File: config.mk
export PLATFORM = sky130hd
export DESIGN_NAME = dma_tile
export DESIGN_NICKNAME = d
export VERILOG_FILES = /design/src/hw/dma_req_pkg.sv /design/src/hw/dma_mem_pkg.sv /design/src/hw/dma_wb_decode.sv /design/src/hw/dma_req_table.sv /design/src/hw/dma_copy_engine.sv /design/src/hw/dma_completion.sv /design/src/hw/dma_tile.sv
export VERILOG_INCLUDE_DIRS = /design/src /design/src/hw
export SDC_FILE = /design/constraint.sdc
export NUM_CORES = 1
export LEC_CHECK = 0
export BUFFER_PORTS_ARGS = -buffer_cell sky130_fd_sc_hd__buf_2
export CORE_UTILIZATION = 44
export CTS_BUF_LIST = sky130_fd_sc_hd__clkbuf_8
export DETAILED_ROUTE_END_ITERATION = 8
export PLACE_DENSITY = 0.61
export SYNTH_ARGS = -nofsm -noshare
export SYNTH_HDL_FRONTEND = slang
export SYNTH_SLANG_ARGS = --single-unit
File: constraint.sdc
create_clock -name clk -period 5.8 [get_ports clk]
set_input_delay 0.87 -clock clk [delete_from_list [all_inputs] [get_ports clk]]
set_output_delay 0.87 -clock clk [all_outputs]
set_load 0.1 [all_outputs]
File: src/hw/dma_params.svh
`ifndef DMA_PARAMS_SVH
`define DMA_PARAMS_SVH

//////////////////////////////////////////////////
// Descriptor table
//////////////////////////////////////////////////

// Number of descriptor slots
`define DMA_TABLE_ENTRIES   4
// Entry index width, 7 at most (32-byte windows)
`define DMA_TABLE_PTR_WIDTH 2

//////////////////////////////////////////////////
// Bus and transfer widths
//////////////////////////////////////////////////

`define DMA_ADDR_WIDTH      32
`define DMA_DATA_WIDTH      32
// Transfer length in words
`define DMA_SIZE_WIDTH      8

// Requests the memory takes before a credit comes back
// Also the depth of the engine read buffer
`define DMA_MEM_CREDITS     2

`endif

File: src/hw/dma_req_pkg.sv
`include "dma_params.svh"

package dma_req_pkg;

  // One programmed transfer
  typedef struct packed {
    logic [`DMA_ADDR_WIDTH-1:0] src_addr;
    logic [`DMA_ADDR_WIDTH-1:0] dst_addr;
    logic [`DMA_SIZE_WIDTH-1:0] size;
    logic                       irq_en;
  } dma_desc_t;

  // Descriptor word hit by a host access
  typedef enum logic [2:0] {
    FIELD_SRC,
    FIELD_DST,
    FIELD_SIZE,
    FIELD_CTRL,
    FIELD_STATUS,
    FIELD_NONE
  } dma_field_e;

  // Field write from decode to table
  typedef struct packed {
    logic [`DMA_TABLE_PTR_WIDTH-1:0] idx;
    dma_field_e                      field;
    logic [`DMA_DATA_WIDTH-1:0]      data;
  } dma_tbl_wr_t;

  // Launched entry handed to the copy engine
  typedef struct packed {
    logic [`DMA_TABLE_PTR_WIDTH-1:0] idx;
    dma_desc_t                       desc;
  } dma_issue_t;

  // Offset within the 32-byte entry window
  function automatic dma_field_e dma_field_decode(input logic [4:0] offset);
    case (offset)
      5'h00:   return FIELD_SRC;
      5'h04:   return FIELD_DST;
      5'h08:   return FIELD_SIZE;
      5'h0C:   return FIELD_CTRL;
      5'h14:   return FIELD_STATUS;
      default: return FIELD_NONE;
    endcase
  endfunction

endpackage

File: src/hw/dma_mem_pkg.sv
`include "dma_params.svh"

package dma_mem_pkg;

  //////////////////////////////////////////////////
  // Memory port, one word per request
  //////////////////////////////////////////////////

  // Read when we is low, write of wdata when high
  typedef struct packed {
    logic                       we;
    logic [`DMA_ADDR_WIDTH-1:0] addr;
    logic [`DMA_DATA_WIDTH-1:0] wdata;
  } dma_mem_req_t;

  // Read data, strictly in request order
  // Writes return no response, only a credit
  typedef struct packed {
    logic                       valid;
    logic [`DMA_DATA_WIDTH-1:0] rdata;
  } dma_mem_rsp_t;

endpackage

File: src/hw/dma_wb_decode.sv
`timescale 1ns/1ns
`include "dma_params.svh"

module dma_wb_decode
  import dma_req_pkg::*;
(
  input  logic                                clk,
  input  logic                                rst_n_i,
  input  logic [`DMA_ADDR_WIDTH-1:0]          wb_addr_i,
  input  logic [`DMA_DATA_WIDTH-1:0]          wb_dat_i,
  input  logic                                wb_cyc_i,
  input  logic                                wb_stb_i,
  input  logic                                wb_we_i,
  output logic [`DMA_DATA_WIDTH-1:0]          wb_dat_o,
  output logic                                wb_ack_o,
  // Addressed entry and table status
  input  dma_desc_t                           tbl_rdata_i,
  input  logic [`DMA_TABLE_ENTRIES-1:0]       done_i,
  input  logic [`DMA_TABLE_ENTRIES-1:0]       valid_i,
  // Strobes towards table and completion
  output dma_tbl_wr_t                         tbl_wr_o,
  output logic                                tbl_wr_valid_o,
  output logic [`DMA_TABLE_PTR_WIDTH-1:0]     rd_idx_o,
  output logic                                launch_valid_o,
  output logic                                clear_valid_o
);

  logic                            access;
  logic [`DMA_TABLE_PTR_WIDTH-1:0] entry_idx;
  dma_field_e                      field;

  // Zero wait states so ack comes in the access cycle
  assign access   = wb_cyc_i & wb_stb_i;
  assign wb_ack_o = access;

  // Entry from bits 5 and up, field from the low five bits
  assign entry_idx = wb_addr_i[`DMA_TABLE_PTR_WIDTH+4:5];
  assign field     = dma_field_decode(wb_addr_i[4:0]);
  assign rd_idx_o  = entry_idx;

  //////////////////////////////////////////////////
  // Write strobes
  //////////////////////////////////////////////////

  assign tbl_wr_o = '{idx: entry_idx, field: field, data: wb_dat_i};
  // Only the four descriptor words go to the table
  assign tbl_wr_valid_o = access & wb_we_i &
                          (field != FIELD_STATUS) & (field != FIELD_NONE);

  // Status write bit 0 launches and bit 1 clears done
  assign launch_valid_o = access & wb_we_i & (field == FIELD_STATUS) & wb_dat_i[0];
  assign clear_valid_o  = access & wb_we_i & (field == FIELD_STATUS) & wb_dat_i[1];

  //////////////////////////////////////////////////
  // Read data
  //////////////////////////////////////////////////

  always_comb begin
    wb_dat_o = '0;
    case (field)
      FIELD_SRC:  wb_dat_o = tbl_rdata_i.src_addr;
      FIELD_DST:  wb_dat_o = tbl_rdata_i.dst_addr;
      FIELD_SIZE: wb_dat_o[`DMA_SIZE_WIDTH-1:0] = tbl_rdata_i.size;
      FIELD_CTRL: wb_dat_o[0] = tbl_rdata_i.irq_en;
      // Status as {valid, done}
      FIELD_STATUS: wb_dat_o[1:0] = {valid_i[entry_idx], done_i[entry_idx]};
      default: wb_dat_o = '0;
    endcase
  end

  // Host raises stb only inside a bus cycle
  a_stb_in_cycle: assert property (@(posedge clk) disable iff (!rst_n_i)
    wb_stb_i |-> wb_cyc_i);

endmodule

File: src/hw/dma_req_table.sv
`timescale 1ns/1ns
`include "dma_params.svh"

module dma_req_table
  import dma_req_pkg::*;
(
  input  logic                                clk,
  input  logic                                rst_n_i,
  // Host side
  input  dma_tbl_wr_t                         tbl_wr_i,
  input  logic                                tbl_wr_valid_i,
  input  logic [`DMA_TABLE_PTR_WIDTH-1:0]     rd_idx_i,
  output dma_desc_t                           tbl_rdata_o,
  output logic [`DMA_TABLE_ENTRIES-1:0]       valid_o,
  output logic [`DMA_TABLE_ENTRIES-1:0]       irq_en_o,
  input  logic                                launch_valid_i,
  input  logic [`DMA_TABLE_PTR_WIDTH-1:0]     launch_idx_i,
  // Engine side
  output dma_issue_t                          issue_o,
  output logic                                issue_valid_o,
  input  logic                                issue_ready_i,
  input  logic                                fin_valid_i,
  input  logic [`DMA_TABLE_PTR_WIDTH-1:0]     fin_idx_i
);

  localparam int ENTRIES = `DMA_TABLE_ENTRIES;
  localparam int PTR_W   = `DMA_TABLE_PTR_WIDTH;

  dma_desc_t          desc_q [ENTRIES];
  logic [ENTRIES-1:0] valid_q;
  // Handed to the engine, not yet finished
  logic [ENTRIES-1:0] started_q;
  logic [PTR_W-1:0]   last_q;
  logic [PTR_W-1:0]   pick_idx;
  logic               pick_found;

  //////////////////////////////////////////////////
  // Descriptor storage
  //////////////////////////////////////////////////

  // Busy entries keep their fields
  always_ff @(posedge clk) begin
    if (tbl_wr_valid_i && !valid_q[tbl_wr_i.idx]) begin
      case (tbl_wr_i.field)
        FIELD_SRC:  desc_q[tbl_wr_i.idx].src_addr <= tbl_wr_i.data;
        FIELD_DST:  desc_q[tbl_wr_i.idx].dst_addr <= tbl_wr_i.data;
        FIELD_SIZE: desc_q[tbl_wr_i.idx].size <= tbl_wr_i.data[`DMA_SIZE_WIDTH-1:0];
        FIELD_CTRL: desc_q[tbl_wr_i.idx].irq_en <= tbl_wr_i.data[0];
        default: ;
      endcase
    end
  end

  assign tbl_rdata_o = desc_q[rd_idx_i];
  assign valid_o     = valid_q;

  for (genvar i = 0; i < ENTRIES; i++) begin : g_irq_en
    assign irq_en_o[i] = desc_q[i].irq_en;
  end

  //////////////////////////////////////////////////
  // Round-robin pick
  //////////////////////////////////////////////////

  // Search starts one past the last issued entry
  always_comb begin
    logic [PTR_W-1:0] cand;
    pick_found = 1'b0;
    pick_idx   = last_q;
    for (int k = 1; k <= ENTRIES; k++) begin
      cand = PTR_W'((int'(last_q) + k) % ENTRIES);
      if (!pick_found && valid_q[cand] && !started_q[cand]) begin
        pick_found = 1'b1;
        pick_idx   = cand;
      end
    end
  end

  assign issue_valid_o = pick_found;
  assign issue_o       = '{idx: pick_idx, desc: desc_q[pick_idx]};

  //////////////////////////////////////////////////
  // Entry state
  //////////////////////////////////////////////////

  always_ff @(posedge clk) begin
    if (!rst_n_i) begin
      valid_q   <= '0;
      started_q <= '0;
      last_q    <= '0;
    end else begin
      // Relaunch of a live entry is ignored
      if (launch_valid_i && !valid_q[launch_idx_i]) begin
        valid_q[launch_idx_i]   <= 1'b1;
        started_q[launch_idx_i] <= 1'b0;
      end
      if (issue_valid_o && issue_ready_i) begin
        started_q[pick_idx] <= 1'b1;
        last_q              <= pick_idx;
      end
      if (fin_valid_i) begin
        valid_q[fin_idx_i]   <= 1'b0;
        started_q[fin_idx_i] <= 1'b0;
      end
    end
  end

  // Engine only finishes what it was given
  a_fin_started: assert property (@(posedge clk) disable iff (!rst_n_i)
    fin_valid_i |-> (valid_q[fin_idx_i] && started_q[fin_idx_i]));

endmodule

File: src/hw/dma_copy_engine.sv
`timescale 1ns/1ns
`include "dma_params.svh"

module dma_copy_engine
  import dma_req_pkg::*;
  import dma_mem_pkg::*;
(
  input  logic                                clk,
  input  logic                                rst_n_i,
  // From the table
  input  dma_issue_t                          issue_i,
  input  logic                                issue_valid_i,
  output logic                                issue_ready_o,
  // Memory port
  output dma_mem_req_t                        mem_req_o,
  output logic                                mem_req_valid_o,
  input  logic                                mem_credit_i,
  input  dma_mem_rsp_t                        mem_rsp_i,
  // Completion
  output logic                                fin_valid_o,
  output logic [`DMA_TABLE_PTR_WIDTH-1:0]     fin_idx_o
);

  localparam int CREDITS = `DMA_MEM_CREDITS;
  localparam int CRD_W   = $clog2(CREDITS + 1);
  localparam int BUF_W   = (CREDITS > 1) ? $clog2(CREDITS) : 1;
  localparam int SIZE_W  = `DMA_SIZE_WIDTH;
  localparam int ADDR_W  = `DMA_ADDR_WIDTH;

  logic                            busy_q;
  dma_desc_t                       desc_q;
  logic [`DMA_TABLE_PTR_WIDTH-1:0] idx_q;
  logic [SIZE_W-1:0]               rd_cnt_q;
  logic [SIZE_W-1:0]               wr_cnt_q;
  logic [CRD_W-1:0]                credit_q;
  // Read data waiting for its write
  logic [`DMA_DATA_WIDTH-1:0]      buf_q [CREDITS];
  logic [CRD_W-1:0]                buf_cnt_q;
  logic [BUF_W-1:0]                buf_head_q;
  logic [BUF_W-1:0]                buf_tail_q;

  logic              accept;
  logic [SIZE_W-1:0] pending;
  logic              send_rd;
  logic              send_wr;

  function automatic logic [BUF_W-1:0] buf_next(input logic [BUF_W-1:0] ptr);
    return (ptr == BUF_W'(CREDITS - 1)) ? '0 : ptr + 1'b1;
  endfunction

  assign issue_ready_o = !busy_q;
  assign accept        = issue_valid_i && issue_ready_o;

  //////////////////////////////////////////////////
  // Request selection
  //////////////////////////////////////////////////

  // Reads in flight plus buffered words
  assign pending = rd_cnt_q - wr_cnt_q;

  // Writes first so the buffer always drains
  assign send_wr = busy_q && (credit_q != '0) && (buf_cnt_q != '0);
  // Reads bounded by free buffer slots
  assign send_rd = busy_q && (credit_q != '0) && !send_wr &&
                   (rd_cnt_q != desc_q.size) && (pending < SIZE_W'(CREDITS));

  assign mem_req_valid_o = send_wr || send_rd;

  always_comb begin
    mem_req_o.we    = send_wr;
    mem_req_o.wdata = buf_q[buf_head_q];
    // Word i at base + 4*i
    if (send_wr) begin
      mem_req_o.addr = desc_q.dst_addr + (ADDR_W'(wr_cnt_q) << 2);
    end else begin
      mem_req_o.addr = desc_q.src_addr + (ADDR_W'(rd_cnt_q) << 2);
    end
  end

  // Ends once the last write is sent or at once for size 0
  assign fin_valid_o = busy_q && (wr_cnt_q == desc_q.size);
  assign fin_idx_o   = idx_q;

  //////////////////////////////////////////////////
  // Payload
  //////////////////////////////////////////////////

  always_ff @(posedge clk) begin
    if (accept) begin
      desc_q <= issue_i.desc;
      idx_q  <= issue_i.idx;
    end
    if (mem_rsp_i.valid) begin
      buf_q[buf_tail_q] <= mem_rsp_i.rdata;
    end
  end

  //////////////////////////////////////////////////
  // Control
  //////////////////////////////////////////////////

  always_ff @(posedge clk) begin
    if (!rst_n_i) begin
      busy_q     <= 1'b0;
      rd_cnt_q   <= '0;
      wr_cnt_q   <= '0;
      credit_q   <= CRD_W'(CREDITS);
      buf_cnt_q  <= '0;
      buf_head_q <= '0;
      buf_tail_q <= '0;
    end else begin
      if (accept) begin
        busy_q   <= 1'b1;
        rd_cnt_q <= '0;
        wr_cnt_q <= '0;
      end else begin
        if (fin_valid_o) begin
          busy_q <= 1'b0;
        end
        if (send_rd) begin
          rd_cnt_q <= rd_cnt_q + 1'b1;
        end
        if (send_wr) begin
          wr_cnt_q <= wr_cnt_q + 1'b1;
        end
      end
      // Buffer pops on a write and pushes on a response
      if (send_wr) begin
        buf_head_q <= buf_next(buf_head_q);
      end
      if (mem_rsp_i.valid) begin
        buf_tail_q <= buf_next(buf_tail_q);
      end
      buf_cnt_q <= buf_cnt_q + CRD_W'(mem_rsp_i.valid) - CRD_W'(send_wr);
      // One credit spent per send and one back per consumed request
      credit_q  <= credit_q + CRD_W'(mem_credit_i) - CRD_W'(mem_req_valid_o);
    end
  end

  // Memory never hands back more credits than it was given
  a_credit_bound: assert property (@(posedge clk) disable iff (!rst_n_i)
    credit_q <= CRD_W'(CREDITS));

  // Read data only comes back for reads still in flight
  a_rsp_in_flight: assert property (@(posedge clk) disable iff (!rst_n_i)
    mem_rsp_i.valid |-> (SIZE_W'(buf_cnt_q) < pending));

endmodule

File: src/hw/dma_completion.sv
`timescale 1ns/1ns
`include "dma_params.svh"

module dma_completion (
  input  logic                                clk,
  input  logic                                rst_n_i,
  input  logic                                fin_valid_i,
  input  logic [`DMA_TABLE_PTR_WIDTH-1:0]     fin_idx_i,
  input  logic                                launch_valid_i,
  input  logic [`DMA_TABLE_PTR_WIDTH-1:0]     launch_idx_i,
  input  logic                                clear_valid_i,
  input  logic [`DMA_TABLE_PTR_WIDTH-1:0]     clear_idx_i,
  input  logic [`DMA_TABLE_ENTRIES-1:0]       irq_en_i,
  output logic [`DMA_TABLE_ENTRIES-1:0]       done_o,
  output logic                                irq_o
);

  logic [`DMA_TABLE_ENTRIES-1:0] done_q;
  logic [`DMA_TABLE_ENTRIES-1:0] done_d;
  logic                          irq_q;

  //////////////////////////////////////////////////
  // Done bits
  //////////////////////////////////////////////////

  always_comb begin
    done_d = done_q;
    // Fresh launch starts undone
    if (launch_valid_i) begin
      done_d[launch_idx_i] = 1'b0;
    end
    // Host acknowledge
    if (clear_valid_i) begin
      done_d[clear_idx_i] = 1'b0;
    end
    // Finish wins over a same-cycle clear
    if (fin_valid_i) begin
      done_d[fin_idx_i] = 1'b1;
    end
  end

  always_ff @(posedge clk) begin
    if (!rst_n_i) begin
      done_q <= '0;
      irq_q  <= 1'b0;
    end else begin
      done_q <= done_d;
      // Rises together with the done bit
      irq_q  <= |(done_d & irq_en_i);
    end
  end

  assign done_o = done_q;
  assign irq_o  = irq_q;

endmodule

File: src/hw/dma_tile.sv
`timescale 1ns/1ns
`include "dma_params.svh"

module dma_tile
  import dma_req_pkg::*;
  import dma_mem_pkg::*;
(
  input  logic                       clk,
  input  logic                       rst_n_i,
  // Host port
  input  logic [`DMA_ADDR_WIDTH-1:0] wb_addr_i,
  input  logic [`DMA_DATA_WIDTH-1:0] wb_dat_i,
  input  logic                       wb_cyc_i,
  input  logic                       wb_stb_i,
  input  logic                       wb_we_i,
  output logic [`DMA_DATA_WIDTH-1:0] wb_dat_o,
  output logic                       wb_ack_o,
  // Memory port
  output dma_mem_req_t               mem_req_o,
  output logic                       mem_req_valid_o,
  input  logic                       mem_credit_i,
  input  dma_mem_rsp_t               mem_rsp_i,
  output logic                       irq_o
);

  dma_tbl_wr_t                     tbl_wr;
  logic                            tbl_wr_valid;
  dma_desc_t                       tbl_rdata;
  // Addressed entry, also the launch and clear index
  logic [`DMA_TABLE_PTR_WIDTH-1:0] host_idx;
  logic                            launch_valid;
  logic                            clear_valid;
  logic [`DMA_TABLE_ENTRIES-1:0]   valid_vec;
  logic [`DMA_TABLE_ENTRIES-1:0]   done_vec;
  logic [`DMA_TABLE_ENTRIES-1:0]   irq_en_vec;
  dma_issue_t                      issue;
  logic                            issue_valid;
  logic                            issue_ready;
  logic                            fin_valid;
  logic [`DMA_TABLE_PTR_WIDTH-1:0] fin_idx;

  dma_wb_decode u_decode (
    .clk            (clk),
    .rst_n_i        (rst_n_i),
    .wb_addr_i      (wb_addr_i),
    .wb_dat_i       (wb_dat_i),
    .wb_cyc_i       (wb_cyc_i),
    .wb_stb_i       (wb_stb_i),
    .wb_we_i        (wb_we_i),
    .wb_dat_o       (wb_dat_o),
    .wb_ack_o       (wb_ack_o),
    .tbl_rdata_i    (tbl_rdata),
    .done_i         (done_vec),
    .valid_i        (valid_vec),
    .tbl_wr_o       (tbl_wr),
    .tbl_wr_valid_o (tbl_wr_valid),
    .rd_idx_o       (host_idx),
    .launch_valid_o (launch_valid),
    .clear_valid_o  (clear_valid)
  );

  dma_req_table u_table (
    .clk            (clk),
    .rst_n_i        (rst_n_i),
    .tbl_wr_i       (tbl_wr),
    .tbl_wr_valid_i (tbl_wr_valid),
    .rd_idx_i       (host_idx),
    .tbl_rdata_o    (tbl_rdata),
    .valid_o        (valid_vec),
    .irq_en_o       (irq_en_vec),
    .launch_valid_i (launch_valid),
    .launch_idx_i   (host_idx),
    .issue_o        (issue),
    .issue_valid_o  (issue_valid),
    .issue_ready_i  (issue_ready),
    .fin_valid_i    (fin_valid),
    .fin_idx_i      (fin_idx)
  );

  dma_copy_engine u_engine (
    .clk             (clk),
    .rst_n_i         (rst_n_i),
    .issue_i         (issue),
    .issue_valid_i   (issue_valid),
    .issue_ready_o   (issue_ready),
    .mem_req_o       (mem_req_o),
    .mem_req_valid_o (mem_req_valid_o),
    .mem_credit_i    (mem_credit_i),
    .mem_rsp_i       (mem_rsp_i),
    .fin_valid_o     (fin_valid),
    .fin_idx_o       (fin_idx)
  );

  dma_completion u_completion (
    .clk            (clk),
    .rst_n_i        (rst_n_i),
    .fin_valid_i    (fin_valid),
    .fin_idx_i      (fin_idx),
    .launch_valid_i (launch_valid),
    .launch_idx_i   (host_idx),
    .clear_valid_i  (clear_valid),
    .clear_idx_i    (host_idx),
    .irq_en_i       (irq_en_vec),
    .done_o         (done_vec),
    .irq_o          (irq_o)
  );

endmodule

==> run summary <==
Run status = finished, final reports clean
Hold-fix buffers, CTS = 0
Post-Synthesis Cell Area = 0.0221 mm²
Reg-to-reg endpoint = u_engine.credit_q[1]
Share of the yosys chip area belonging to registers = 62.0%
Io pins = 203
Worst-skew pair later-pin latency = 0.67 ns
Initial antenna violation count = 8
Post_cts resized = 0
CTS tree = done
Fillers = 4247
FF-to-FF Start = u_engine.wr_cnt_q[1]
Hold Crit Start = mem_rsp_i[29]
Setup violators final = 0
Power per cell area = 273 mW/mm²
Hold Slack = 0.389 ns
Setup_tns = 0 ns
Most Used Layer, Global Route = met2
Register-to-Register Path Depth = 13
Async S/R FF share, synth = 0%
Max-slew violation count = 0
Syn-to-layout area delta = 14.4%
GRT Total Usage = 23.0%
CTS Buffer Depth = 3
Crit start category = flop
CTS Buf Count = 79
Most common cell in the netlist = edfxtp_1
Via/cell ratio = 5.70
Port-buffer cells = 177
Gpl congestion = 0.864
Nets@finish = 2016
Commonest cells post-synth = edfxtp_1 (430), nand2_1 (356), and3_1 (91)
Initial drt markers = 1292
Clk slew on worst S/H paths = 0.06 ns
Worst vdd ir = 145 µV
#FFs+latches synth = 469
Static Leak = 9.18 nW
CP Max Fanout = 7
GR Overflow Total = 0
H-tree Lvls = 3
Initial core utilization = 44.8%
Yosys warning count = 0
CTS Root Cell = clkbuf_8
Postcts setup bufs = 0
Critical Path AT = 4.01 ns
FP Rows = 81
M1 GR Usage = 30.6%
Drt pass-1 iters = 5
Worst-Margin Slew = 1.16 ns
CTS sink cnt = 469
Synth top area cells = edfxtp_1 (58%), mux4_2 (7.7%), nand2_1 (6.1%)
Hold Path Sink = u_engine.buf_q[0][29]
Hold Crit Class = in -> reg
Post-route ant nets = 0
Crit. End Element = output pin
Peak Freq = 205 MHz
Biggest area consumer among synthesized cells = edfxtp_1
Fraction of layout cells with a size suffix above 1 = 23.1%
Final Critical Period = 4.88 ns
Core ar. = 0.0493 mm²
Worst setup margin = 0.924 ns
Clk_skew = 0.0404 ns
Die area = 0.0511 mm²
Dpl ws = 1.50 ns
Synthesized instance count = 1685
WS Path Type = reg -> out
Grt met2 use = 36.6%
Final hold vios = 0
Post-synth top area share = 58.5%
Mean Syn Cell Area = 13.1 µm²
Synthesized Nets = 1819
Number of global-route vias before repair = 14500
Max cap viols = 0
Worst reg-to-reg setup slack = 2.35 ns
RSZ-0062 raised after global routing = no
Hold depth = 1
Count of cell types in the netlist = 67
DRC viols = 0
Number of synthesized flops with an enable pin = 430
Post-DP HPWL = 36600 µm
Headroom to the max-slew limit = 22.7%
Via count = 14900
DR WL/cell = 22.4 µm
Routing usage on met3 = 5.22%
Critical Path RT = 4.93 ns
Die Ht = 226 µm
DIE WIDTH = 226 µm
First-pass GRT wire length = 87000 µm
Synth Flop Type = edfxtp_1
Largest net degree at the start of global routing = 87
Post-Route WL = 58400 µm
Final period util = 84.1%
-- final cells by class --
| cell class | instances | area (µm²) | area share (%) |
|---|---|---|---|
| multi-input cells | 1097 | 8010 | 31.7 |
| well taps | 664 | 831 | 3.29 |
| diodes | 3 | 7.51 | 0.0297 |
| inverters | 27 | 105 | 0.416 |
| repair buffers | 208 | 1120 | 4.45 |
| flip-flops and latches | 469 | 13700 | 54.2 |
| clock buffers | 80 | 1100 | 4.36 |
| clock inverters | 64 | 389 | 1.54 |
-- report_power, final --
group | internal, mW | leakage [nW] | switching (mW)
Sequential | 3.71 | 4.21 | 0.00737
Clock | 1.47 | 0.860 | 1.33
Combinational | 0.102 | 4.11 | 0.269
-- stage by stage --
stage                     power [mW]  util, %  instance area (µm²)  std cells
final                           6.89     51.3                25300       2612
after global routing            7.12     51.3                25300       2611
after CTS                       6.96     51.3                25300       2609
after detailed placement        4.16     48.2                23800       2465
after global placement          4.15     48.2                23800       2465
after floorplan                 4.05        -                22100       1685
-- cells in the final DEF, fill, tap and decap left out, types with 25 or more instances in the layout --
master / count
mux2_2: 33
a31oi_1: 75
dfxtp_1: 39
nor2_1: 46
xor2_1: 27
and3_1: 91
nand2_1: 356
ha_1: 28
mux2i_1: 27
edfxtp_1: 430
buf_4: 33
xnor2_1: 60
nand3_1: 25
mux4_2: 75
inv_1: 50
clkbuf_8: 80
buf_2: 175
o21ai_0: 28
a21oi_1: 30
-- worst max-delay path by stage --
stage | startpoint | to | slack, ns | cells after the start
finish | u_engine.rd_cnt_q[0] | mem_req_o[44] | 0.92 | 11
global route | u_engine.rd_cnt_q[0] | mem_req_o[44] | 0.76 | 11
CTS | u_engine.rd_cnt_q[0] | mem_req_o[44] | 0.89 | 11
detailed placement | wb_addr_i[5] | wb_dat_o[25] | 1.50 | 5
global placement | wb_addr_i[5] | wb_dat_o[25] | 1.50 | 5
floorplan | wb_addr_i[5] | wb_dat_o[0] | 0.76 | 7
-- cells by family (layout without fill, tap and decap cells) --
group	count (synthesis)	in the layout	synth area share, %
muxes	135	135	10.6
xor gates and xnor gates	87	87	3.45
adders and majority gates	31	31	1.86
AOI/OAI and AO/OA	212	212	6.42
other	0	3	0
DFF	469	469	62.0
and+or+nand+nor	632	632	13.5
buffers and inverters	119	379	2.17
-- routing by layer --
| metal | vias to the layer above | wire length (µm) |
|---|---|---|
| li1 | 6757 | - |
| met1 | 7401 | 24800 |
| met2 | 593 | 27100 |
| met3 | 121 | 4710 |
| met4 | 8 | 1690 |
| met5 | - | 52 |
-- critical path: stages, from the launching register on --
cell and delay, ns:
dfxtp_1 0.48, ha_1 0.25, inv_1 0.07, fa_1 0.41, nor2b_1 0.13, o21ai_1 0.08, a21o_1 0.22, a31oi_1 0.56
and3_1 0.27, xnor2_1 0.07, mux2i_1 0.29, buf_2 0.50
-- flip-flops by register name, indices dropped and copies added, names as in the netlist, 2 cells and up, named ones only --
register / flops
u_engine.credit_q: 2
u_table.started_q: 4
u_table.desc_q: 292
u_table.valid_o: 4
u_engine.fin_idx_o: 2
u_engine.desc_q: 72
u_completion.done_o: 4
u_engine.buf_q: 64
u_engine.buf_cnt_q: 2
u_table.last_q: 2
u_engine.rd_cnt_q: 8
u_engine.wr_cnt_q: 8
Note: power is estimated with default switching activity, not from simulation.
